File: src/mem_map_pkg.sv
package mem_map_pkg;

    //////////////////////////////////////////////////
    // address map
    //////////////////////////////////////////////////

    // word address from the CPU with the byte offset already dropped
    localparam int ADDR_W = 30;

    // region code sits in the top four address bits
    localparam int REGION_W   = 4;
    localparam int REGION_LSB = ADDR_W - REGION_W;

    // region codes on data address bits 29..26
    // anything not listed here goes to the cache
    typedef enum logic [REGION_W-1:0] {
        text_region   = 4'hc,
        timer_region  = 4'hd,
        kbd_region    = 4'he,
        loader_region = 4'hf
    } region_e;

    //////////////////////////////////////////////////
    // memory sizes
    //////////////////////////////////////////////////

    localparam int DATA_W    = 32;
    localparam int CHAR_W    = 8;
    localparam int BYTE_EN_W = DATA_W / CHAR_W;

    // loader ram of 8192 words
    localparam int LOADER_ADDR_W = 13;
    localparam int LOADER_DEPTH  = 1 << LOADER_ADDR_W;

    // text ram holds one character per byte address
    localparam int TEXT_ADDR_W = 15;
    localparam int TEXT_DEPTH  = 1 << TEXT_ADDR_W;

    // sequencer spins here once the write is done
    localparam int TEXT_STALL_LAST = 3;

    //////////////////////////////////////////////////
    // payload types and bundles
    //////////////////////////////////////////////////

    typedef logic [DATA_W-1:0] data_word_t;
    typedef logic [CHAR_W-1:0] text_char_t;

    // data side request from the pipeline
    // byte_en is one-hot for byte stores and its msb picks byte 0
    typedef struct packed {
        logic                 rd;
        logic                 wr;
        logic [ADDR_W-1:0]    addr;
        data_word_t           wdata;
        logic [BYTE_EN_W-1:0] byte_en;
    } data_req_t;

    // one character bound for the text ram
    typedef struct packed {
        logic [TEXT_ADDR_W-1:0] addr;
        text_char_t             chr;
    } text_wr_t;

    // loader ram data port shared by CPU and external loader
    typedef struct packed {
        logic [LOADER_ADDR_W-1:0] addr;
        data_word_t               wdata;
        logic                     we;
    } loader_port_t;

endpackage

File: src/text_write_seq.sv
module text_write_seq (
    input  logic                  text_mem_clk,
    input  logic                  reset,
    // level from decode, held by the CPU while stalled
    input  logic                  text_sel,
    input  mem_map_pkg::text_wr_t text_wr,
    // text ram write port
    output logic                  wr_en,
    output mem_map_pkg::text_wr_t wr_data,
    output logic                  text_stall
);

    localparam int cnt_w = $clog2(mem_map_pkg::TEXT_STALL_LAST + 1);

    // 0 idle, 1 and 2 writing, last spins until text_sel drops
    logic [cnt_w-1:0] count;

    //////////////////////////////////////////////////
    // counter and write enable
    //////////////////////////////////////////////////

    always_ff @(posedge text_mem_clk) begin
        if (reset || !text_sel) begin
            count <= '0;
            wr_en <= 1'b0;
        end else if (count >= cnt_w'(mem_map_pkg::TEXT_STALL_LAST - 1)) begin
            // write done, hold here so the pipeline can move on
            count <= cnt_w'(mem_map_pkg::TEXT_STALL_LAST);
            wr_en <= 1'b0;
        end else begin
            count <= count + 1'b1;
            wr_en <= 1'b1;
        end
    end

    // capture address and char on entry so the ram sees stable values
    always_ff @(posedge text_mem_clk) begin
        if (text_sel && (count == '0)) begin
            wr_data <= text_wr;
        end
    end

    //////////////////////////////////////////////////
    // stall
    //////////////////////////////////////////////////

    // combinational, rises with the request in cycle 0
    // falls once the count reaches its spin value
    assign text_stall = text_sel && (count != cnt_w'(mem_map_pkg::TEXT_STALL_LAST));

endmodule

File: config.mk
export PLATFORM = sky130hd
export DESIGN_NAME = text_write_seq
export DESIGN_NICKNAME = d
export VERILOG_FILES = /design/src/mem_map_pkg.sv /design/src/text_write_seq.sv
export SDC_FILE = /design/constraint.sdc
export NUM_CORES = 1
export LEC_CHECK = 0
export ABC_AREA = 1
export BUFFER_PORTS_ARGS = -buffer_cell sky130_fd_sc_hd__buf_4
export CORE_MARGIN = 8
export CORE_UTILIZATION = 45
export CTS_BUF_LIST = sky130_fd_sc_hd__clkbuf_4
export CTS_CLUSTER_DIAMETER = 80
export DETAILED_ROUTE_END_ITERATION = 16
export PLACE_DENSITY = 0.84
export RECOVER_POWER = 50
export SLEW_MARGIN = 10
export SYNTH_ARGS = -nofsm -noshare
export SYNTH_HDL_FRONTEND = slang
export SYNTH_SLANG_ARGS = --single-unit
export TNS_END_PERCENT = 20
File: constraint.sdc
create_clock -name text_mem_clk -period 3.8 [get_ports text_mem_clk]
set_input_delay 0.19 -clock text_mem_clk [delete_from_list [all_inputs] [get_ports text_mem_clk]]
set_output_delay 0.19 -clock text_mem_clk [all_outputs]
set_load 0.03 [all_outputs]
==> flow_summary.toml, run 1 <==
[yosys]
ys_types = 7
synthAdderAreaFrac_pct = 0
synthSimpleGateAreaFrac_pct = 3.46
synth_edf_count = 23
yosysSeqAreaShare_pct = 94.5
synth-compound-area-share_pct = 0.630
synth_top_family_by_area = "simple AND/OR/NAND/NOR gates"
synth_most_common_cell = "edfxtp_1"
yosys_warnings = 0
synthCells = 37
synth_top_area_share_pct = 86.9
synth_nets = 63
synth_ff_type = "edfxtp_1"
avgSynthCellArea_um2 = 21.5
synth.area.top_cells = "edfxtp_1 (87%), dfxtp_1 (7.6%), nor2_1 (2.4%)"
synthMuxAreaShare_pct = 0
syn-cell-area_um2 = 795
synth-seq-cells = 26
synthXorXnorAreaFrac_pct = 0
yosys-top-cells-count = "edfxtp_1 (23), nor2_1 (5), dfxtp_1 (3), inv_1 (3)"
async_flop_share_pct = 0
synth_top_area_cell = "edfxtp_1"

[floorplan]
die_h_um = 58.0
die_w_um = 58.0
start_util_pct = 47.0
rows = 15
die_area_mm2 = 0.00337
core_area_mm2 = 0.00169
io_pins = 51

[sta]
rsz0062_at_grt = "false"
relSlewSlack_pct = 72.6
final_max_slew_viol_count = 0
finalSetupTns_ps = 0
tightest_slew_ps = 413
setup_violations = 0
fin_crit_sh_pct = 31.1
period_minus_slack_ps = 1180
skew_ps = 6.16
clock.fmax_mhz = 846
hold_viol = 0

[placement]
gp_congestion = 0.678
portBuffers = 50
hpwlAfterDp_mm = 1.51

[global_route]
first_global_vias = 478
grt_max_degree = 24
grt_usage_pct = 10.5
grt_pass1_wl_mm = 2.63
grt-ovfl-total = 0
antenna_found_initial = 0

[route]
drtIter0Drc = 16
routed_wl_mm = 1.82
wl_per_cell_um = 16.7
drc = 0
antenna_left = 0
route.vias.total = 517
drt-pass1-iter-count = 4
vias_per_cell = 4.74

[outcome]
run_status = "finished, final reports clean"

[power_and_ir_drop]
peakVddDrop_mv = 0.308
power.total_uw = 528
leakage_uw = 0.000493
powerDensity_mw_per_mm2 = 444

[critical_path]
cp-start-kind = "flop"
critPathKind = "flop to output pin"
cp-startpoint = "count[0]"
path_max_fanout = 4
end_kind = "output pin"
r2r_start = "count[1]"
worstPathRequired_ps = 3610
cp.arrival_ps = 990

[cells_and_area]
antenna_cells = 0
fin_nets = 119
seqCellArea_um2 = 751
drive_gt1_share_pct = 47.8
multi_input_area_um2 = 37.5
syn2layout_area_growth_pct = 49.6
nFillCells = 117

[clocking]
clkTransAtPathRegs_ps = 130
cts_made_buffers = 3
post_cts_resized = 0
hold_buffers = 0
cts_buffer_depth = 2
cts_sinks = 26
cts_root_buf = "clkbuf_4"
clkLatencyLatePin_ps = 300
post-cts-setup-buffers = 0
h-tree-depth = 1
cts_tree = "built"

[job]
drv_cap = 0

[hold_path]
worst_hold_path_type = "input pin to flop"
hold_start = "text_wr[14]"
## metrics by stage
stage	area (um^2)	setup WS, ps	std cells	hold WS, ps	utilization (%)
after floorplan	795	1390	37	289	-
after global placement	1200	2690	105	368	71.3
after detailed placement	1200	2660	105	369	71.3
after CTS	1230	2610	109	44.2	72.8
after global routing	1190	2560	109	49.2	70.4
final	1190	2620	109	71.3	70.4
## cell type report
type                            instances  share of cell area (%)
Inverter                                3                   0.947
Multi-Input combinational cell          8                    3.16
Sequential cell                        26                    63.2
Clock buffer                            3                    1.89
Clock inverter                          1                   0.316
Timing Repair Buffer                   51                    28.7
Tap cell                               17                    1.79
## layout by cell type (no fill, tap or decap), drive strengths merged
cell     n
clkbuf  37
clkinv   1
a21oi    1
dfxtp    3
buf     17
edfxtp  23
nor2     5
inv      3
nand2    1
nor3     1
## power breakdown
part           switching [uW]  internal, uW
sequential               5.25           331
clock                    72.2          38.3
combinational            50.9          30.5
## critical path: stages, from the launching register on
cell,delay (ps)
dfxtp_1,360
a21oi_1,150
buf_4,180
## per-layer routing
metal | GRT usage (%) | vias up | wire length, um
met4 | 7.34 | 0 | 0
met3 | 2.65 | 0 | 146
met5 | 0 | - | 0
li1 | - | 245 | -
met2 | 17.2 | 29 | 948
met1 | 11.8 | 243 | 722
## state kept, by name (all words and copies together), names as in the netlist
register and cells:
count 2, wr_data 23, wr_en 1
## cells by family (layout without fill, tap and decap cells)
logic type	count (synthesis)	count (layout)
AOI/OAI and AO/OA	1	1
buffers and inverters	3	58
DFF	26	26
and+or+nand+nor	7	7
## final timing paths
path                 end  slack [ps]  cells after the start
max           text_stall        2620                      2
min          wr_data[14]          70                      1
max reg2reg  wr_data[16]        2650                      2
min reg2reg        wr_en         510                      1
Power figures use the tool's default switching activity.
==> run 2: changes to the inputs <==
CORE_UTILIZATION = 42   (was 45)
PLACE_DENSITY = 0.8   (was 0.84)
clock period = 1.2 ns   (was 3.8 ns; I/O delays follow)
==> run 2 against run 1 <==
Compared with the run above:
- design area increased by 23%
- non-clock buffer count increased by 23
- clock power increased to 3.1 times the previous value
- clock-buffer cell count unchanged
- first-iteration DRC count decreased by 38%
- sequential cell count unchanged
- utilization increased by 13 points
- power increased to 3.3 times the previous value
- global-route usage increased by 3.6 points
==> flow_summary.toml, run 2 (synthesis gave the netlist of run 1 again) <==
[sta]
rsz0062_at_grt = "false"
final_max_slew_viol_count = 0
fin_crit_sh_pct = 92.1
relSlewSlack_pct = 72.8
setup_violations = 0
clock.fmax_mhz = 905
tightest_slew_ps = 409
finalSetupTns_ps = 0
period_minus_slack_ps = 1110
hold_viol = 0
skew_ps = 5.38

[route]
drt-pass1-iter-count = 4
routed_wl_mm = 2.41
vias_per_cell = 4.41
antenna_left = 0
wl_per_cell_um = 17.2
drc = 0
route.vias.total = 618
drtIter0Drc = 10

[critical_path]
rr_worst_depth = 2
rrSetupSlack_ps = 160
critPathKind = "flop to output pin"
cp-startpoint = "count[1]"
cp-start-kind = "flop"
reg2reg_to = "wr_data[14]"
path_max_fanout = 5
endpoint = "text_stall"
worstPathRequired_ps = 1140
r2r_start = "count[0]"
end_kind = "output pin"
cp.arrival_ps = 1050

[floorplan]
die_w_um = 59.5
core_area_mm2 = 0.00175
die_area_mm2 = 0.00354
die_h_um = 59.5
rows = 15
io_pins = 51
start_util_pct = 45.5

[cells_and_area]
fin_nets = 142
fin_cells = 140
layout_commonest_cell = "clkbuf_4"
multi_input_area_um2 = 43.8
top_register = "wr_data"
top_regs = "wr_data (23), count (2), wr_en (1)"
mostFrequentLayoutCells = "clkbuf_4 (26), dlygate4sd3_1 (23), edfxtp_1 (23)"
seqCellArea_um2 = 752
nFillCells = 98
largest_reg_flops = 23
drive_gt1_share_pct = 44.3
antenna_cells = 0
fin_util_pct = 83.4
syn2layout_area_growth_pct = 83.3

[job]
drv_cap = 0

[power_and_ir_drop]
leakage_uw = 0.000612
powerDensity_mw_per_mm2 = 1210
peakVddDrop_mv = 0.967
power.total_uw = 1760

[global_route]
grt-ovfl-total = 0
antenna_found_initial = 0
met1_usage_pct = 16.2
first_global_vias = 715
grt_usage_pct = 14.1
grt.busiest_layer = "met2"
grt_pass1_wl_mm = 3.68
grtUsageMet2_pct = 24.0
grt_max_degree = 24
met3_usage_pct = 3.04

[clocking]
cts_root_buf = "clkbuf_4"
cts_made_buffers = 3
cts_tree = "built"
clkLatencyLatePin_ps = 300
clkTransAtPathRegs_ps = 120
cts_sinks = 26
cts_buffer_depth = 2
h-tree-depth = 1
post-cts-setup-buffers = 0

[hold_path]
hold_start = "text_sel"
worst_hold_path_type = "input pin to flop"

[outcome]
run_status = "finished, final reports clean"

[placement]
portBuffers = 50
gp_congestion = 0.676
dpl.cell_count = 113
run 2: cell count changes in the layout (fill, tap and decap cells not counted):
| cell | change |
|---|---|
| dlygate4sd3_1 | +23 |
| clkbuf_1 | -6 |
| clkbuf_2 | +6 |
| buf_12 | +1 |
| buf_4 | -1 |
| dfxtp_1 | -1 |
| dfxtp_2 | +1 |
| nor3_2 | -1 |
| nor3_4 | +1 |
run 2: layout make-up:
type	count	share of cell area, %
sequential	26	51.6
timing repair buffer	74	40.6
multi-input combinational	8	3.01
tap	25	2.15
clock buffer	3	1.55
inverter	3	0.773
clock inverter	1	0.258
run 2: worst min-delay path by stage:
stage,depth (start not counted),end
2_1_floorplan,0,wr_data[0]
3_3_place_gp,1,wr_data[11]
3_5_place_dp,1,wr_data[8]
4_1_cts,3,count[1]
5_1_grt,4,count[1]
6_report,3,count[1]
run 2: through the flow:
step	hold WS, ps	instance area (um^2)	setup slack (ps)
after floorplan	159	807	-150
after global placement	238	1230	191
after detailed placement	240	1230	170
after CTS	34.4	1490	108
after global routing	28.6	1460	30.7
final	32.2	1460	94.9
run 2: layer usage:
| metal | vias up | part of all wire [%] |
|---|---|---|
| met5 | - | 0 |
| met4 | 0 | 0.79 |
| met3 | 2 | 10 |
| met2 | 37 | 51 |
| met1 | 288 | 39 |
| li1 | 291 | - |
run 2: repair_timing:
action	in CTS	in global routing
resized for setup	0	0
hold buffers	23	0
endpoints found under the setup margin	0	0
endpoints found under the hold margin	23	0
run 2: worst max-delay path, stage by stage, from the launching register on:
cell and delay (ps):
dfxtp_1 470, a21oi_1 100, buf_4 180
run 2: power breakdown:
group	internal [uW]	switching, uW
combinational	157	182
sequential	1050	21.1
clock	121	225
total	1330	428
==> run 3: changes to the inputs <==
ABC_AREA = 0   (was 1)
CORE_UTILIZATION = 24   (was 42)
PLACE_DENSITY = not set   (was 0.8)
==> run 3 against run 2 <==
Compared with the run above:
- design area grew 2.6%
- setup slack got worse by 40 ps
- utilization is 38 points lower
- sequential power about the same
- sequential cell count is the same
- clock power increased by 12%
- largest cell class unchanged
- global-route usage fell by 6.8 points
==> flow_summary.toml, run 3 <==
[outcome]
run_status = "finished, final reports clean"

[yosys]
synth_top_area_share_pct = 87.3
synth_nets = 60
synth_edf_count = 23
avgSynthCellArea_um2 = 23.3
synth_top_area_cell = "edfxtp_1"
yosysSeqAreaShare_pct = 94.9
synth-seq-cells = 26
syn-cell-area_um2 = 791
async_flop_share_pct = 0
synth.area.top_cells = "edfxtp_1 (87%), dfxtp_1 (7.6%), nor2_1 (1.4%)"
synth_ff_type = "edfxtp_1"
yosys-top-cells-count = "edfxtp_1 (23), dfxtp_1 (3), nor2_1 (3)"
synth_most_common_cell = "edfxtp_1"
synthCells = 34
yosys_warnings = 0
ys_types = 8

[cells_and_area]
layout_commonest_cell = "clkbuf_4"
syn2layout_area_growth_pct = 88.9
fin_nets = 140
mostFrequentLayoutCells = "clkbuf_4 (27), dlygate4sd3_1 (23), edfxtp_1 (23)"
top_register = "wr_data"
largest_reg_flops = 23
stdcell_area_mm2 = 0.00149
fin_util_pct = 45.9
drive_gt1_share_pct = 46.9
antenna_cells = 0
top_regs = "wr_data (23), count (2), wr_en (1)"

[sta]
setup_violations = 0
rsz0062_at_grt = "false"
hold_viol = 0
skew_ps = 0.485
clock.fmax_mhz = 873
relSlewSlack_pct = 73.6
finalSetupTns_ps = 0
period_minus_slack_ps = 1150
final_max_slew_viol_count = 0
tightest_slew_ps = 397
fin_crit_sh_pct = 95.4
hold_slack_ps = 59.4

[job]
drv_cap = 0

[clocking]
cts_sinks = 26
cts_made_buffers = 3
h-tree-depth = 1
cts_buffer_depth = 2
clkTransAtPathRegs_ps = 130
cts_root_buf = "clkbuf_4"
post-cts-setup-buffers = 0
cts_tree = "built"
clkLatencyLatePin_ps = 300

[floorplan]
die_h_um = 73.4
io_pins = 51
core_area_mm2 = 0.00326
start_util_pct = 24.3
die_w_um = 73.4
die_area_mm2 = 0.00539
rows = 21

[route]
drt-pass1-iter-count = 2
wl_per_cell_um = 12.5
antenna_left = 0
drc = 0
vias_per_cell = 3.59
routed_wl_mm = 1.98
drtIter0Drc = 21
route.vias.total = 571

[critical_path]
worstPathRequired_ps = 1240
path_max_fanout = 19
cp.arrival_ps = 1180
end_kind = "flop"
cp-start-kind = "flop"
critPathKind = "flop to flop"

[power_and_ir_drop]
power.total_uw = 1790
peakVddDrop_mv = 0.446
powerDensity_mw_per_mm2 = 1200
leakage_uw = 0.000608

[hold_path]
worst_hold_path_type = "input pin to flop"

[global_route]
grt_usage_pct = 7.32
grt_max_degree = 20
grt-ovfl-total = 0
grt_pass1_wl_mm = 3.03
antenna_found_initial = 0
first_global_vias = 656

[placement]
portBuffers = 50
gp_congestion = 0.604
placed_cell_area_mm2 = 0.00125
==> run 3: worst paths after layout <==
path / start / to / slack, ps / cells after the start
worst max-delay path: count[1] / wr_data[19] / 50 / 3
worst min-delay path: text_sel / wr_en / 60 / 3
worst max register to register: count[1] / wr_data[19] / 50 / 3
worst min register to register: count[1] / wr_en / 490 / 1
==> run 3: per-stage QoR <==
stage                     setup WS [ps]  cells
after floorplan                    17.8     34
after global placement              115    132
after detailed placement           44.5    132
after CTS                          26.8    159
after global routing               7.09    159
final                              54.7    159
==> run 3: cells by family after synthesis <==
family,Yosys count,share of synthesized area [%]
buf+inv,1,0.474
compound gates,2,1.58
flops,26,94.9
simple gates,5,3.01
==> run 3: layout make-up <==
| class | count | area [um^2] |
|---|---|---|
| tap | 46 | 57.6 |
| fill | 322 | 1760 |
| timing repair buffer | 75 | 612 |
| multi-input combinational | 7 | 40.0 |
| sequential | 26 | 751 |
| clock buffer | 4 | 30.0 |
| inverter | 1 | 3.75 |
==> run 3: report_power, final <==
part,leakage [uW],internal [uW],total [uW],switching [uW]
sequential,0.000245,1050,1060,15.3
clock,0.0000184,152,389,237
combinational,0.000345,165,339,174
total,0.000608,1370,1790,426
==> run 3: critical path: stages, from the launching register on <==
cell and delay (ps):
dfxtp_1 360, nor2_2 150, and2_2 200, buf_12 160
==> run 3: repair_timing <==
item / CTS / global route
setup endpoints to repair: 0 / 19
hold endpoints to repair: 23 / 0
resized for setup: 0 / 1
hold buffers: 23 / 0
==> run 3: per-layer routing <==
metal	vias to the layer above	GRT usage, %	routed length [um]
met5	-	0	0
met4	0	2.00	0
met3	0	4.50	294
met2	32	12.7	1010
met1	255	7.07	679
li1	284	-	-
