===== config.mk =====
export PLATFORM = sky130hd
export DESIGN_NAME = request_decode
export DESIGN_NICKNAME = d
export VERILOG_FILES = /design/src/mem_map_pkg.sv /design/src/request_decode.sv
export SDC_FILE = /design/constraint.sdc
export NUM_CORES = 1
export LEC_CHECK = 0
export ABC_CLOCK_PERIOD_IN_PS = 1650
export BUFFER_PORTS_ARGS = -buffer_cell sky130_fd_sc_hd__buf_4
export CAP_MARGIN = 25
export CORE_AREA = 2 2 152 154
export CTS_CLUSTER_DIAMETER = 200
export DETAILED_ROUTE_END_ITERATION = 10
export DIE_AREA = 0 0 154 156
export PLACE_DENSITY = 0.47
export RECOVER_POWER = 100
export SLEW_MARGIN = 20
export SYNTH_ARGS = -nofsm -noshare
export SYNTH_HDL_FRONTEND = slang
export SYNTH_SLANG_ARGS = --single-unit

===== constraint.sdc =====
create_clock -name text_mem_clk -period 1.65 [get_ports text_mem_clk]
set_clock_uncertainty 0.2 [all_clocks]
set_input_delay 0.33 -clock text_mem_clk [delete_from_list [all_inputs] [get_ports text_mem_clk]]
set_output_delay 0.33 -clock text_mem_clk [all_outputs]
set_load 0.005 [all_outputs]

===== src/mem_map_pkg.sv =====
package mem_map_pkg;

    //////////////////////////////////////////////////
    // address map
    //////////////////////////////////////////////////

    // word address from the CPU with the byte offset already dropped
    localparam int ADDR_W = 30;

    // region code sits in the top four address bits
    localparam int REGION_W   = 4;
    localparam int REGION_LSB = ADDR_W - REGION_W;

    // region codes on data address bits 29..26
    // anything not listed here goes to the cache
    typedef enum logic [REGION_W-1:0] {
        text_region   = 4'hc,
        timer_region  = 4'hd,
        kbd_region    = 4'he,
        loader_region = 4'hf
    } region_e;

    //////////////////////////////////////////////////
    // memory sizes
    //////////////////////////////////////////////////

    localparam int DATA_W    = 32;
    localparam int CHAR_W    = 8;
    localparam int BYTE_EN_W = DATA_W / CHAR_W;

    // loader ram of 8192 words
    localparam int LOADER_ADDR_W = 13;
    localparam int LOADER_DEPTH  = 1 << LOADER_ADDR_W;

    // text ram holds one character per byte address
    localparam int TEXT_ADDR_W = 15;
    localparam int TEXT_DEPTH  = 1 << TEXT_ADDR_W;

    // sequencer spins here once the write is done
    localparam int TEXT_STALL_LAST = 3;

    //////////////////////////////////////////////////
    // payload types and bundles
    //////////////////////////////////////////////////

    typedef logic [DATA_W-1:0] data_word_t;
    typedef logic [CHAR_W-1:0] text_char_t;

    // data side request from the pipeline
    // byte_en is one-hot for byte stores and its msb picks byte 0
    typedef struct packed {
        logic                 rd;
        logic                 wr;
        logic [ADDR_W-1:0]    addr;
        data_word_t           wdata;
        logic [BYTE_EN_W-1:0] byte_en;
    } data_req_t;

    // one character bound for the text ram
    typedef struct packed {
        logic [TEXT_ADDR_W-1:0] addr;
        text_char_t             chr;
    } text_wr_t;

    // loader ram data port shared by CPU and external loader
    typedef struct packed {
        logic [LOADER_ADDR_W-1:0] addr;
        data_word_t               wdata;
        logic                     we;
    } loader_port_t;

endpackage


===== src/request_decode.sv =====
module request_decode (
    input  logic                                  text_mem_clk,
    input  logic                                  reset,
    // pipeline side
    input  mem_map_pkg::data_req_t                data_req,
    input  logic [mem_map_pkg::ADDR_W-1:0]        instr_addr,
    // external loader address, used when the CPU is elsewhere
    input  logic [mem_map_pkg::LOADER_ADDR_W-1:0] loader_addr,
    // read data coming back a cycle late
    input  mem_map_pkg::data_word_t               loader_rdata,
    input  mem_map_pkg::data_word_t               loader_instr,
    input  mem_map_pkg::data_word_t               ic_rdata,
    input  mem_map_pkg::data_word_t               dc_rdata,
    output mem_map_pkg::data_word_t               dmem_rdata,
    output mem_map_pkg::data_word_t               instr_rdata,
    // cache strobes
    output logic                                  ic_read,
    output logic                                  dc_read,
    output logic                                  dc_write,
    // loader ram ports
    output mem_map_pkg::loader_port_t             loader_port,
    output logic [mem_map_pkg::LOADER_ADDR_W-1:0] fetch_addr,
    // text write request towards the sequencer
    output logic                                  text_sel,
    output mem_map_pkg::text_wr_t                 text_wr,
    output logic                                  trap_stall
);

    mem_map_pkg::region_e data_region;
    mem_map_pkg::region_e fetch_region;

    logic data_is_text;
    logic data_is_timer;
    logic data_is_kbd;
    logic data_is_loader;
    logic data_is_cache;
    logic fetch_is_loader;

    // region of the previous request, lines up with ram output
    logic data_loader_q;
    logic data_cache_q;
    logic fetch_loader_q;

    logic [1:0] lane;

    //////////////////////////////////////////////////
    // region decode
    //////////////////////////////////////////////////

    assign data_region = mem_map_pkg::region_e'(
        data_req.addr[mem_map_pkg::REGION_LSB +: mem_map_pkg::REGION_W]);
    assign fetch_region = mem_map_pkg::region_e'(
        instr_addr[mem_map_pkg::REGION_LSB +: mem_map_pkg::REGION_W]);

    assign data_is_text   = (data_region == mem_map_pkg::text_region);
    assign data_is_timer  = (data_region == mem_map_pkg::timer_region);
    assign data_is_kbd    = (data_region == mem_map_pkg::kbd_region);
    assign data_is_loader = (data_region == mem_map_pkg::loader_region);
    // low regions all belong to the cache
    assign data_is_cache  = !(data_is_text || data_is_timer || data_is_kbd || data_is_loader);

    assign fetch_is_loader = (fetch_region == mem_map_pkg::loader_region);

    //////////////////////////////////////////////////
    // strobes and stall
    //////////////////////////////////////////////////

    // icache fetches unless the loader ram serves the instruction
    assign ic_read  = !fetch_is_loader;
    assign dc_read  = data_is_cache && data_req.rd;
    assign dc_write = data_is_cache && data_req.wr;

    // timer not modelled, any touch traps the pipeline
    assign trap_stall = data_is_timer && (data_req.rd || data_req.wr);

    // only byte stores reach the text ram
    assign text_sel = data_is_text && data_req.wr;

    // loader port a, CPU wins while it targets region f
    always_comb begin
        loader_port.wdata = data_req.wdata;
        loader_port.we    = data_is_loader && data_req.wr;
        if (data_is_loader) begin
            loader_port.addr = data_req.addr[mem_map_pkg::LOADER_ADDR_W-1:0];
        end else begin
            loader_port.addr = loader_addr;
        end
    end

    // port b, low word bits of the fetch address
    assign fetch_addr = instr_addr[mem_map_pkg::LOADER_ADDR_W-1:0];

    //////////////////////////////////////////////////
    // text lane select
    //////////////////////////////////////////////////

    // one-hot byte_en, msb picks byte 0 of the word
    always_comb begin
        case (data_req.byte_en)
            4'b1000: lane = 2'd0;
            4'b0100: lane = 2'd1;
            4'b0010: lane = 2'd2;
            4'b0001: lane = 2'd3;
            // not one-hot, fall back to lane 3
            default: lane = 2'd3;
        endcase
    end

    // byte address is word address plus lane
    assign text_wr.addr = {data_req.addr[mem_map_pkg::TEXT_ADDR_W-3:0], lane};
    assign text_wr.chr  = data_req.wdata[lane*mem_map_pkg::CHAR_W +: mem_map_pkg::CHAR_W];

    //////////////////////////////////////////////////
    // read data steering
    //////////////////////////////////////////////////

    always_ff @(posedge text_mem_clk) begin
        if (reset) begin
            data_loader_q  <= 1'b0;
            data_cache_q   <= 1'b0;
            fetch_loader_q <= 1'b0;
        end else begin
            data_loader_q  <= data_is_loader;
            data_cache_q   <= data_is_cache;
            fetch_loader_q <= fetch_is_loader;
        end
    end

    // keyboard, timer and text reads return zero
    always_comb begin
        if (data_loader_q) begin
            dmem_rdata = loader_rdata;
        end else if (data_cache_q) begin
            dmem_rdata = dc_rdata;
        end else begin
            dmem_rdata = '0;
        end
    end

    assign instr_rdata = fetch_loader_q ? loader_instr : ic_rdata;

endmodule


==> impl_results.md, run 1 <==
* Slew headroom at 0.801
* P_sw at ~470 uW
* TritonCTS Sinks at 3
* Fraction of the mapped netlist area in adder cells at 0
* Reg power frac at 0.046
* Count of unresolved DRC violations after routing at 0
* Post-synthesis instance total at between 200 and 250
* Via count of the first global-routing pass at around 2.7k
* Final-stage net count at between 700 and 800
* Vias/cell at ~3.5
* Number of maximum-capacitance violations at 0
* Classification of the worst-slack hold path: input pin to register
* Outcome: complete, but fails checks
* Count of standard-cell rows at between 50 and 60
* Commonest non-fill, non-tap cell in the layout: sky130_fd_sc_hd__buf_4
* Share of synthesized area occupied by flip-flops and latches at 0.0350
* Placeable core area at between 0.02 and 0.025 mm2
* FF+latch count, synth at 3
* Number of design-rule violations left by the first detailed-router iteration at around 120
* Transition time of the tightest slew-check pin at around 300 ps
* Minimum clock period at approximately 1800 ps
* Relative contribution of the clock network to total power at 0.223
* Count of pins over their slew limit at 0
* Final setup fails at between 80 and 90
* Crit share post-route at 1.12
* Root buffer cell: sky130_fd_sc_hd__clkbuf_16
* Biggest cell delay along the critical path at approximately 360 ps
* Number of antenna violations at the first check in global routing at 1
* Arrival time at the worst endpoint at approximately 1300 ps
* Unique masters post-synth at 29
* Number of buffers inserted by port buffering at 339
* Data required time of the critical path at roughly 1100 ps
* Ordered cell list for the critical path: buf_12 > nand2b_4 > a211o_4 > a32oi_2 > buf_4
* Setup repair after global routing missed its margin: true
* Final number of hold-violating endpoints at 0
* Proportion of synthesized area in mux cells at 0.295
* Switching part of the total at 0.277
* Logic pwr share at 0.731
* Total nets after synthesis at 452
* Crit path capture type: output pin
* First-pass DRT Iterations at 4
* Clock edge transition at the registers on the reported setup and hold paths at 30 ps
* Num CTS Buffers at 3
* Type of the worst setup path: input pin to output pin
* Main combinational cell family by area after synthesis: buffers and inverters
* Via count at approximately 2.8k
* Power density over the cells at 330 mW/mm2
* VDD IR-drop max at ~220 uV
* Simple-gate portion of the synthesized area at 0.0830
* Drt wl/cell at roughly 16 um
* Global-route usage over all layers at 0.0878
* Total Routed Length at ~13 mm
* Critical Path Source: data_req[3]
* Area growth from synthesis to layout at 199%
* Share of cells above drive strength 1 at 0.853
* GRT overflow at 0
* Height of the die at 156 um
* Complex-gate fraction of the synthesized area at 0.268
* Worst-path maximum fanout at 4
* Combined area of all synthesized cells at approximately 0.0017 mm2
* Hpwl dp at 10.2 mm
* Maximum level of the CTS H-tree at 1
* Total power after layout at around 1700 uW
* Weighted congestion at the end of routability-driven global placement at a little over 0.7
* Worst slack on hold paths at between 70 and 80 ps
* Critical hold path startpoint: reset
* Leakage power at 0.00258 uW
* Mean instance size in the synthesized netlist at 8.14 um2
* Finished Cell Area at 0.00514 mm2
* Cell internal pwr at 1230 uW
* Commonest cells after routing, fill and taps aside: sky130_fd_sc_hd__buf_4 (245), sky130_fd_sc_hd__buf_6 (56), sky130_fd_sc_hd__mux2_4 (45)
* Number of warnings printed during yosys synthesis at 0
* Remaining antenna violation count at 0
* Pin count of the biggest net entering global routing at 34
* Highest Clock Rate at about 0.54 GHz
* Violated checks: negative setup slack
* First-pass GRT wire length at about 17 mm
* Nature of the critical path startpoint: input pin
* Xor/xnor cell area share of the yosys netlist at 0.0102
* Count of pins on the block boundary at around 400
* Worst path setup slack after routing at -191 ps
* Cell with the largest stage delay on the worst path: sky130_fd_sc_hd__a211o_4
* Initial core utilization at 0.0768
* Total Die Area at 0.0240 mm2
* Clock buffer depth at 2
* Placed cell areas at 0.00434 mm2
* Clock tree from TritonCTS: yes
* Die outline width at ~150 um
[critical path: cells and delay by family]
kind | cells | cell delay [ps]
AOI/OAI and AO/OA | 2 | 580
and+or+nand+nor | 1 | 160
buffers and inverters | 2 | 250
[synthesized netlist by cell type]
master / n / area, um2
sky130_fd_sc_hd__nand4_1: 1 / 6.26
sky130_fd_sc_hd__and2_1: 1 / 6.26
sky130_fd_sc_hd__nand2b_1: 1 / 6.26
sky130_fd_sc_hd__buf_4: 58 / 435
sky130_fd_sc_hd__xnor2_1: 1 / 8.76
sky130_fd_sc_hd__nor4_1: 1 / 6.26
sky130_fd_sc_hd__a211o_1: 1 / 8.76
sky130_fd_sc_hd__nor2_1: 5 / 18.8
sky130_fd_sc_hd__buf_2: 7 / 35.0
sky130_fd_sc_hd__nand3_1: 8 / 40.0
sky130_fd_sc_hd__o21ai_1: 1 / 5.00
sky130_fd_sc_hd__inv_1: 1 / 3.75
sky130_fd_sc_hd__a22o_1: 31 / 272
sky130_fd_sc_hd__buf_6: 3 / 33.8
sky130_fd_sc_hd__xor2_1: 1 / 8.76
sky130_fd_sc_hd__o22ai_1: 8 / 50.1
sky130_fd_sc_hd__nand4_2: 1 / 12.5
sky130_fd_sc_hd__a32oi_1: 8 / 70.1
sky130_fd_sc_hd__dfxtp_1: 3 / 60.1
sky130_fd_sc_hd__nand2_1: 4 / 15.0
sky130_fd_sc_hd__or2_0: 1 / 6.26
sky130_fd_sc_hd__nor3_1: 1 / 5.00
sky130_fd_sc_hd__mux2_1: 45 / 507
sky130_fd_sc_hd__o21ai_0: 9 / 45.0
sky130_fd_sc_hd__nand2b_4: 1 / 13.8
sky130_fd_sc_hd__a21oi_1: 2 / 10.0
sky130_fd_sc_hd__nor2b_1: 1 / 6.26
sky130_fd_sc_hd__buf_1: 1 / 3.75
sky130_fd_sc_hd__clkbuf_1: 5 / 18.8
[layout make-up]
cell class                 count  area [um2]
fill                        2473       17200
timing repair buffer         369        3160
multi-input combinational    134        1480
tap                          285         357
clock buffer                   4        78.8
sequential                     3        66.3
inverter                       1        3.75
antenna                        1        2.50
[path summary, 6_finish.rpt]
path              slack, ps  depth (start not counted)                       end
setup / recovery       -190                          5                text_wr[6]
hold / removal           80                          2  data_loader_q$_SDFF_PP0_
[power groups by stage]
stage	registers (uW)	logic, uW	clock network, uW
floorplan	77.1	356	0
detailed placement	78.4	1030	0
global placement	78.5	1030	0
global route	78.5	1320	396
CTS	77.6	1210	384
finish	78.1	1240	378
[timing repair]
item,CTS,global route
hold endpoints to repair,0,0
gates resized for setup,127,31
pin swaps,6,8
hold buffers,0,0
endpoints found under the setup margin,84,87
buffers inserted,3,3
gates cloned,4,3
[cells by family after synthesis]
logic type / after synthesis
flops: 3
compound gates: 60
mux: 45
buf+inv: 75
simple gates: 26
xor+xnor: 2
[sequential cells by signal, summed over array words and instances, names as in the netlist]
signal          flops
data_cache_q        1
data_loader_q       1
fetch_loader_q      1
[routing by layer]
metal | track usage | routed length, um
met4 | 0.0160 | 106
met1 | 0.113 | 5100
met3 | 0.0183 | 888
met2 | 0.152 | 6610
met5 | 0 | 0
[metrics by stage]
step,setup TNS (ps),setup WS [ps],utilization,cells
6_report,-9440,-191,0.230,797
3_5_place_dp,-4330,-372,0.194,780
5_1_grt,-13240,-224,0.230,797
3_3_place_gp,-4280,-369,0.194,780
4_1_cts,-10800,-224,0.223,791
2_1_floorplan,-444,-55.5,-,211
Note: power is estimated with default switching activity, not from simulation.
==> run 2, diff against run 1 <==
--- a/config.mk
+++ b/config.mk
@@ -8,11 +8,13 @@
 export ABC_CLOCK_PERIOD_IN_PS = 1650
 export BUFFER_PORTS_ARGS = -buffer_cell sky130_fd_sc_hd__buf_4
 export CAP_MARGIN = 25
-export CORE_AREA = 2 2 152 154
+export CELL_PAD_IN_SITES_DETAIL_PLACEMENT = 2
+export CELL_PAD_IN_SITES_GLOBAL_PLACEMENT = 2
+export CORE_AREA = 2 2 151 153
 export CTS_CLUSTER_DIAMETER = 200
 export DETAILED_ROUTE_END_ITERATION = 10
-export DIE_AREA = 0 0 154 156
-export PLACE_DENSITY = 0.47
+export DIE_AREA = 0 0 153 155
+export PLACE_DENSITY = 0.88
 export RECOVER_POWER = 100
 export SLEW_MARGIN = 20
 export SYNTH_ARGS = -nofsm -noshare
==> run 2 against run 1 <==
Net effect: largest power group unchanged; clock-buffer cell count is the same; setup slack lost 31 ps; fmax shrank 1.7%; via count grew 5.5%; critical path depth is the same; worst hold slack gained 4.4 ps; combinational power grew 4%; first-iteration DRC count shrank 34%; cell area grew 2.0%; utilization grew 0.60 points; critical endpoint unchanged; sequential power shrank 2%; the flow still finishes with violations (negative setup slack).
==> impl_results.md, run 2 (synthesis gave the netlist of run 1 again) <==
* Final TNS setup at -10980 ps (-1540 ps)
* Total area of multi-input combinational cells at 0.00150 mm2 (+1.3%)
* Classification of the worst-slack hold path: input pin to register
* Cell with the largest stage delay on the worst path: sky130_fd_sc_hd__a211o_2
* Number of buffers inserted by port buffering at 339 (unchanged)
* First-pass GRT wire length at 20.4 mm (+22%)
* Count of pins on the block boundary at 392 (unchanged)
* Pin count of the biggest net entering global routing at 20 (-41%)
* Data required time of the critical path at 1120 ps (about the same)
* Commonest cells after routing, fill and taps aside: sky130_fd_sc_hd__buf_4 (250), sky130_fd_sc_hd__buf_6 (64), sky130_fd_sc_hd__mux2_4 (45)
* Cell count after placement at 785 (+0.64%)
* Num CTS Buffers at 3 (unchanged)
* Vias/cell at 3.67 (+4.2%)
* Worst-path maximum fanout at 4 (unchanged)
* Area growth from synthesis to layout at 205%
* Fill cells at 2524 (+2.1%)
* Drt wl/cell at 19.3 um (+21%)
* Hpwl dp at 12.2 mm (+19%)
* Setup repair after global routing missed its margin: true
* Initial core utilization at 0.0773 (+0.000476)
* Type of the worst setup path: input pin to output pin
* Clock buffer depth at 2 (unchanged)
* Share of the core filled with cells at 0.236 (+0.00604)
* Clock tree from TritonCTS: yes
* Transition time of the tightest slew-check pin at 258 ps (-40.4 ps)
* Registers with the most flip-flops: data_cache_q: 1 flops, data_loader_q: 1 flops, fetch_loader_q: 1 flops
* Sequential cell area at 68.8 um2 (+3.8%)
* Biggest cell delay along the critical path at 400 ps (+40 ps)
* Number of diodes added for antenna fixing at 0 (-1)
* GRT overflow at 0 (unchanged)
* Global-route usage over all layers at 0.111 (+0.0231)
* Number of maximum-capacitance violations at 0 (unchanged)
* Height of the die at 155 um (-0.64%)
* Weighted congestion at the end of routability-driven global placement at 0.765 (+7.3%)
* Worst path setup slack after routing at -222 ps (-30.9 ps)
* Maximum level of the CTS H-tree at 1 (unchanged)
* Minimum clock period at 1870 ps (+30.9 ps)
* Number of design-rule violations left by the first detailed-router iteration at 76 (-34%)
* Total Routed Length at 15.6 mm (+23%)
* Number of antenna violations at the first check in global routing at 0 (-1)
* Slew headroom at 0.826 (+0.0253)
* First-pass DRT Iterations at 4 (unchanged)
* Nature of the critical path startpoint: input pin
* Count of unresolved DRC violations after routing at 0 (unchanged)
* Clock edge transition at the registers on the reported setup and hold paths at 30 ps (about the same)
* Commonest non-fill, non-tap cell in the layout: sky130_fd_sc_hd__buf_4
* Count of pins over their slew limit at 0 (unchanged)
* VDD IR-drop max at 205 uV (-6.1%)
* Via count at 2960 (+5.5%)
* Remaining antenna violation count at 0 (unchanged)
* Share of cells above drive strength 1 at 0.862 (+0.00884)
* Total Die Area at 0.0237 mm2 (-1.3%)
* Root buffer cell: sky130_fd_sc_hd__clkbuf_16
* Outcome: complete, but fails checks
* Final number of hold-violating endpoints at 0 (unchanged)
* Crit share post-route at 1.13 (+0.0187)
* Die outline width at 153 um (-0.65%)
* Violated checks: negative setup slack
* Cts hold-fix bufs at 0 (unchanged)
* Final-stage net count at 764 (+1.5%)
* Count of standard-cell rows at 55 (unchanged)
* Arrival time at the worst endpoint at 1340 ps (+30 ps)
* Via count of the first global-routing pass at 3124 (+14%)
* Crit path capture type: output pin
* Ordered cell list for the critical path: buf_8 > nand2b_4 > a211o_2 > a32oi_2 > buf_4
* Power density over the cells at 334 mW/mm2 (+1.3%)
* Placeable core area at 0.0222 mm2 (-0.62%)
* Final setup fails at 86 (+3.6%)
* TritonCTS Sinks at 3 (unchanged)
* Leakage power at 0.00264 uW (+2.3%)
* Highest Clock Rate at 0.534 GHz (-1.7%)
* Count of placed standard cells in the final layout, fillers left out at 807 (+1.3%)
==> run 2: report_power, final <==
group | switching, uW | leakage (uW) | internal (uW)
Clock | 65.3 | 0.0000382 | 319
Sequential | 3.06 | 0.0000263 | 73.2
Combinational | 450 | 0.00257 | 844
Total | 518 | 0.00264 | 1240
==> run 2: metal layers <==
layer	up-vias	share of wire	global-route usage
li1	1367	-	-
met1	1452	0.39	0.137
met2	129	0.55	0.207
met3	12	0.048	0.0167
met4	0	0.013	0.0172
met5	-	0	0
==> run 2: final cells by class <==
cell class	instances	share of cell area
clock buffer	4	0.0150
inverter	1	0.000715
multi-input combinational	134	0.285
sequential	3	0.0131
tap	285	0.0680
timing repair buffer	380	0.618
==> run 2: final timing paths <==
path                        start                       end  slack, ps  cells past startpoint
worst min-delay path        reset  data_loader_q$_SDFF_PP0_         80                      2
worst max-delay path  data_req[2]                text_wr[6]       -220                      5
==> run 2: critical path: cells and delay by family <==
family                 cells  cell delay [ps]
AOI/OAI and AO/OA          2              620
buffers and inverters      2              250
and+or+nand+nor            1              140
==> run 2: per-stage QoR <==
stage	setup slack (ps)	total power, uW	hold WS, ps	instance area [um2]
CTS	-218	1670	84.8	4900
finish	-222	1750	83.3	5250
global placement	-367	1110	308	4400
floorplan	-55.5	433	199	1780
global route	-249	1850	90.1	5250
detailed placement	-409	1140	322	4400
==> run 2: repair_timing <==
action | 4_1_cts | 5_1_grt
pin swaps | 10 | 10
setup endpoints to repair | 87 | 87
buffers inserted | 9 | 6
gates cloned | 4 | 3
gates resized for setup | 79 | 91
==> run 3, diff against run 2 <==
--- a/config.mk
+++ b/config.mk
@@ -6,7 +6,6 @@
 export NUM_CORES = 1
 export LEC_CHECK = 0
 export ABC_CLOCK_PERIOD_IN_PS = 1650
-export BUFFER_PORTS_ARGS = -buffer_cell sky130_fd_sc_hd__buf_4
 export CAP_MARGIN = 25
 export CELL_PAD_IN_SITES_DETAIL_PLACEMENT = 2
 export CELL_PAD_IN_SITES_GLOBAL_PLACEMENT = 2
@@ -14,8 +13,10 @@
 export CTS_CLUSTER_DIAMETER = 200
 export DETAILED_ROUTE_END_ITERATION = 10
 export DIE_AREA = 0 0 153 155
-export PLACE_DENSITY = 0.88
+export DONT_BUFFER_PORTS = 1
+export PLACE_DENSITY = 0.46
 export RECOVER_POWER = 100
+export REMOVE_ABC_BUFFERS = 1
 export SLEW_MARGIN = 20
 export SYNTH_ARGS = -nofsm -noshare
 export SYNTH_HDL_FRONTEND = slang
==> run 3 against run 2 <==
Net effect: the run ends with negative hold slack, negative setup slack left; cell count fell by 43%; critical path depth shrank 2; global-route usage is 4.4 points lower; clock-buffer cell count is the same; fmax rose by 6.4%; critical path type is now register to output pin; critical endpoint is now instr_rdata[3]; largest cell class is now multi-input combinational cells; highest routed layer is now met5.
==> impl_results.md, run 3 (synthesis gave the netlist of run 1 again) <==
* Classification of the worst-slack hold path: input pin to register
* Minimum clock period at 1760 ps (-113 ps)
* Height of the die at 155 um (unchanged)
* Count of placed standard cells in the final layout, fillers left out at 461 (-43%)
* First-pass DRT Iterations at 4 (unchanged)
* Setup repair after global routing missed its margin: true
* Number of diodes added for antenna fixing at 0 (unchanged)
* Count of pins over their slew limit at 0 (unchanged)
* Total Routed Length at 9.85 mm (-37%)
* Registers with the most flip-flops: data_cache_q: 1 flops, data_loader_q: 1 flops, fetch_loader_q: 1 flops
* Leakage power at 0.000829 uW (-69%)
* Vias/cell at 3.80 (+3.6%)
* Clock edge transition at the registers on the reported setup and hold paths at 30 ps (about the same)
* Crit path capture type: output pin
* Clock buffer depth at 2 (unchanged)
* First-pass GRT wire length at 11.7 mm (-43%)
* Worst Hold Path Cells at 1 (-1)
* Drt wl/cell at 21.4 um (+11%)
* Worst slack on hold paths at -5.78 ps (-89.1 ps)
* Number of antenna violations at the first check in global routing at 0 (unchanged)
* Power density over the cells at 396 mW/mm2 (+19%)
* TritonCTS Sinks at 3 (unchanged)
* Share of cells above drive strength 1 at 0.500 (-0.362)
* Final setup fails at 65 (-24%)
* Number of maximum-capacitance violations at 0 (unchanged)
* Number of buffers inserted by port buffering at 0 (-100%)
* Highest Clock Rate at 0.568 GHz (+6.4%)
* Placeable core area at 0.0222 mm2 (unchanged)
* Outcome: complete, but fails checks
* Slew headroom at 0.776 (-0.0505)
* Area growth from synthesis to layout at 33.9%
* Num CTS Buffers at 3 (unchanged)
* Type of the worst setup path: register to output pin
* Violated checks: negative hold slack, negative setup slack
* Pin count of the biggest net entering global routing at 34 (+70%)
* Data required time of the critical path at 1120 ps (about the same)
* Total Die Area at 0.0237 mm2 (unchanged)
* Commonest non-fill, non-tap cell in the layout: sky130_fd_sc_hd__mux2_4
* Clock tree from TritonCTS: yes
* Remaining antenna violation count at 0 (unchanged)
* VDD IR-drop max at 252 uV (+23%)
* Worst path setup slack after routing at -109 ps (+113 ps)
* Count of standard-cell rows at 55 (unchanged)
* Arrival time at the worst endpoint at 1230 ps (-110 ps)
* Hpwl dp at 7.74 mm (-36%)
* Cell count after placement at 441 (-44%)
* Final-stage net count at 418 (-45%)
* Initial core utilization at 0.0773 (unchanged)
* Weighted congestion at the end of routability-driven global placement at 0.720 (-5.9%)
* Worst slack, placed at -148 ps (+262 ps)
* Crit share post-route at 1.07 (-0.0683)
* Number of design-rule violations left by the first detailed-router iteration at 66 (-13%)
* Die outline width at 153 um (unchanged)
* Maximum level of the CTS H-tree at 1 (unchanged)
* Worst-path maximum fanout at 6 (+2)
* Root buffer cell: sky130_fd_sc_hd__clkbuf_16
* Count of pins on the block boundary at 392 (unchanged)
* Commonest cells after routing, fill and taps aside: sky130_fd_sc_hd__mux2_4 (30), sky130_fd_sc_hd__a22o_1 (28), sky130_fd_sc_hd__buf_4 (16)
* Fill cells at 2567 (+1.7%)
* Count of unresolved DRC violations after routing at 0 (unchanged)
* Via count at 1752 (-41%)
* Via count of the first global-routing pass at 1636 (-48%)
* Final number of hold-violating endpoints at 1 (+1)
* Global-route usage over all layers at 0.0667 (-0.0442)
* Transition time of the tightest slew-check pin at 333 ps (+75.0 ps)
* GRT overflow at 0 (unchanged)
* Nature of the critical path startpoint: register
run 3: cell count changes in the layout (fill, tap and decap cells not counted), sizes merged:
cell,change
buf,-297
clkbuf,-50
dlygate4sd3,+1
run 3: path summary, 6_finish.rpt:
| check | end | start | slack, ps |
|---|---|---|---|
| setup / recovery | instr_rdata[3] | fetch_loader_q$_SDFF_PP0_ | -110 |
| hold / removal | data_cache_q$_SDFF_PP0_ | data_req[65] | -6 |
run 3: area by class of cell:
type | count | area [um2] | share of cell area
multi-input combinational | 134 | 1360 | 0.589
sequential | 3 | 66.3 | 0.0288
clock buffer | 4 | 78.8 | 0.0343
tap | 285 | 357 | 0.155
inverter | 1 | 3.75 | 0.00163
timing repair buffer | 34 | 439 | 0.191
run 3: per-layer routing:
layer | track usage | part of all wire | vias up
met5 | 0.0352 | 0.012 | -
li1 | - | - | 679
met1 | 0.0797 | 0.36 | 863
met4 | 0.00705 | 0.0042 | 2
met2 | 0.106 | 0.48 | 201
met3 | 0.0365 | 0.15 | 7
run 3: worst max-delay path: stages (launching register included):
cell and delay [ps]:
sky130_fd_sc_hd__dfxtp_4 410, sky130_fd_sc_hd__buf_8 150, sky130_fd_sc_hd__buf_16 130, sky130_fd_sc_hd__mux2_4 300
run 3: repair_timing:
item	4_1_cts	5_1_grt
buffers inserted	4	5
pin swaps	3	3
gates cloned	4	3
hold endpoints to repair	3	0
gates resized for setup	52	23
setup endpoints to repair	64	68
hold buffers	1	0
run 3: per-stage QoR:
step / TNS, ps / total power, uW / utilization / hold WS (ps) / area, um2
after floorplan: -35640 / 285 / - / 199 / 1190
after global placement: -605 / 396 / 0.0784 / 206 / 1740
after detailed placement: -779 / 398 / 0.0784 / 206 / 1740
after CTS: -3560 / 864 / 0.0966 / 1.37 / 2150
after global routing: -6150 / 959 / 0.104 / 11.1 / 2300
final: -3500 / 912 / 0.104 / -5.78 / 2300
run 3: report_power, final:
part	switching [uW]	internal, uW
logic	205	241
registers	3.07	74.7
clock network	69.7	319
total	277	635
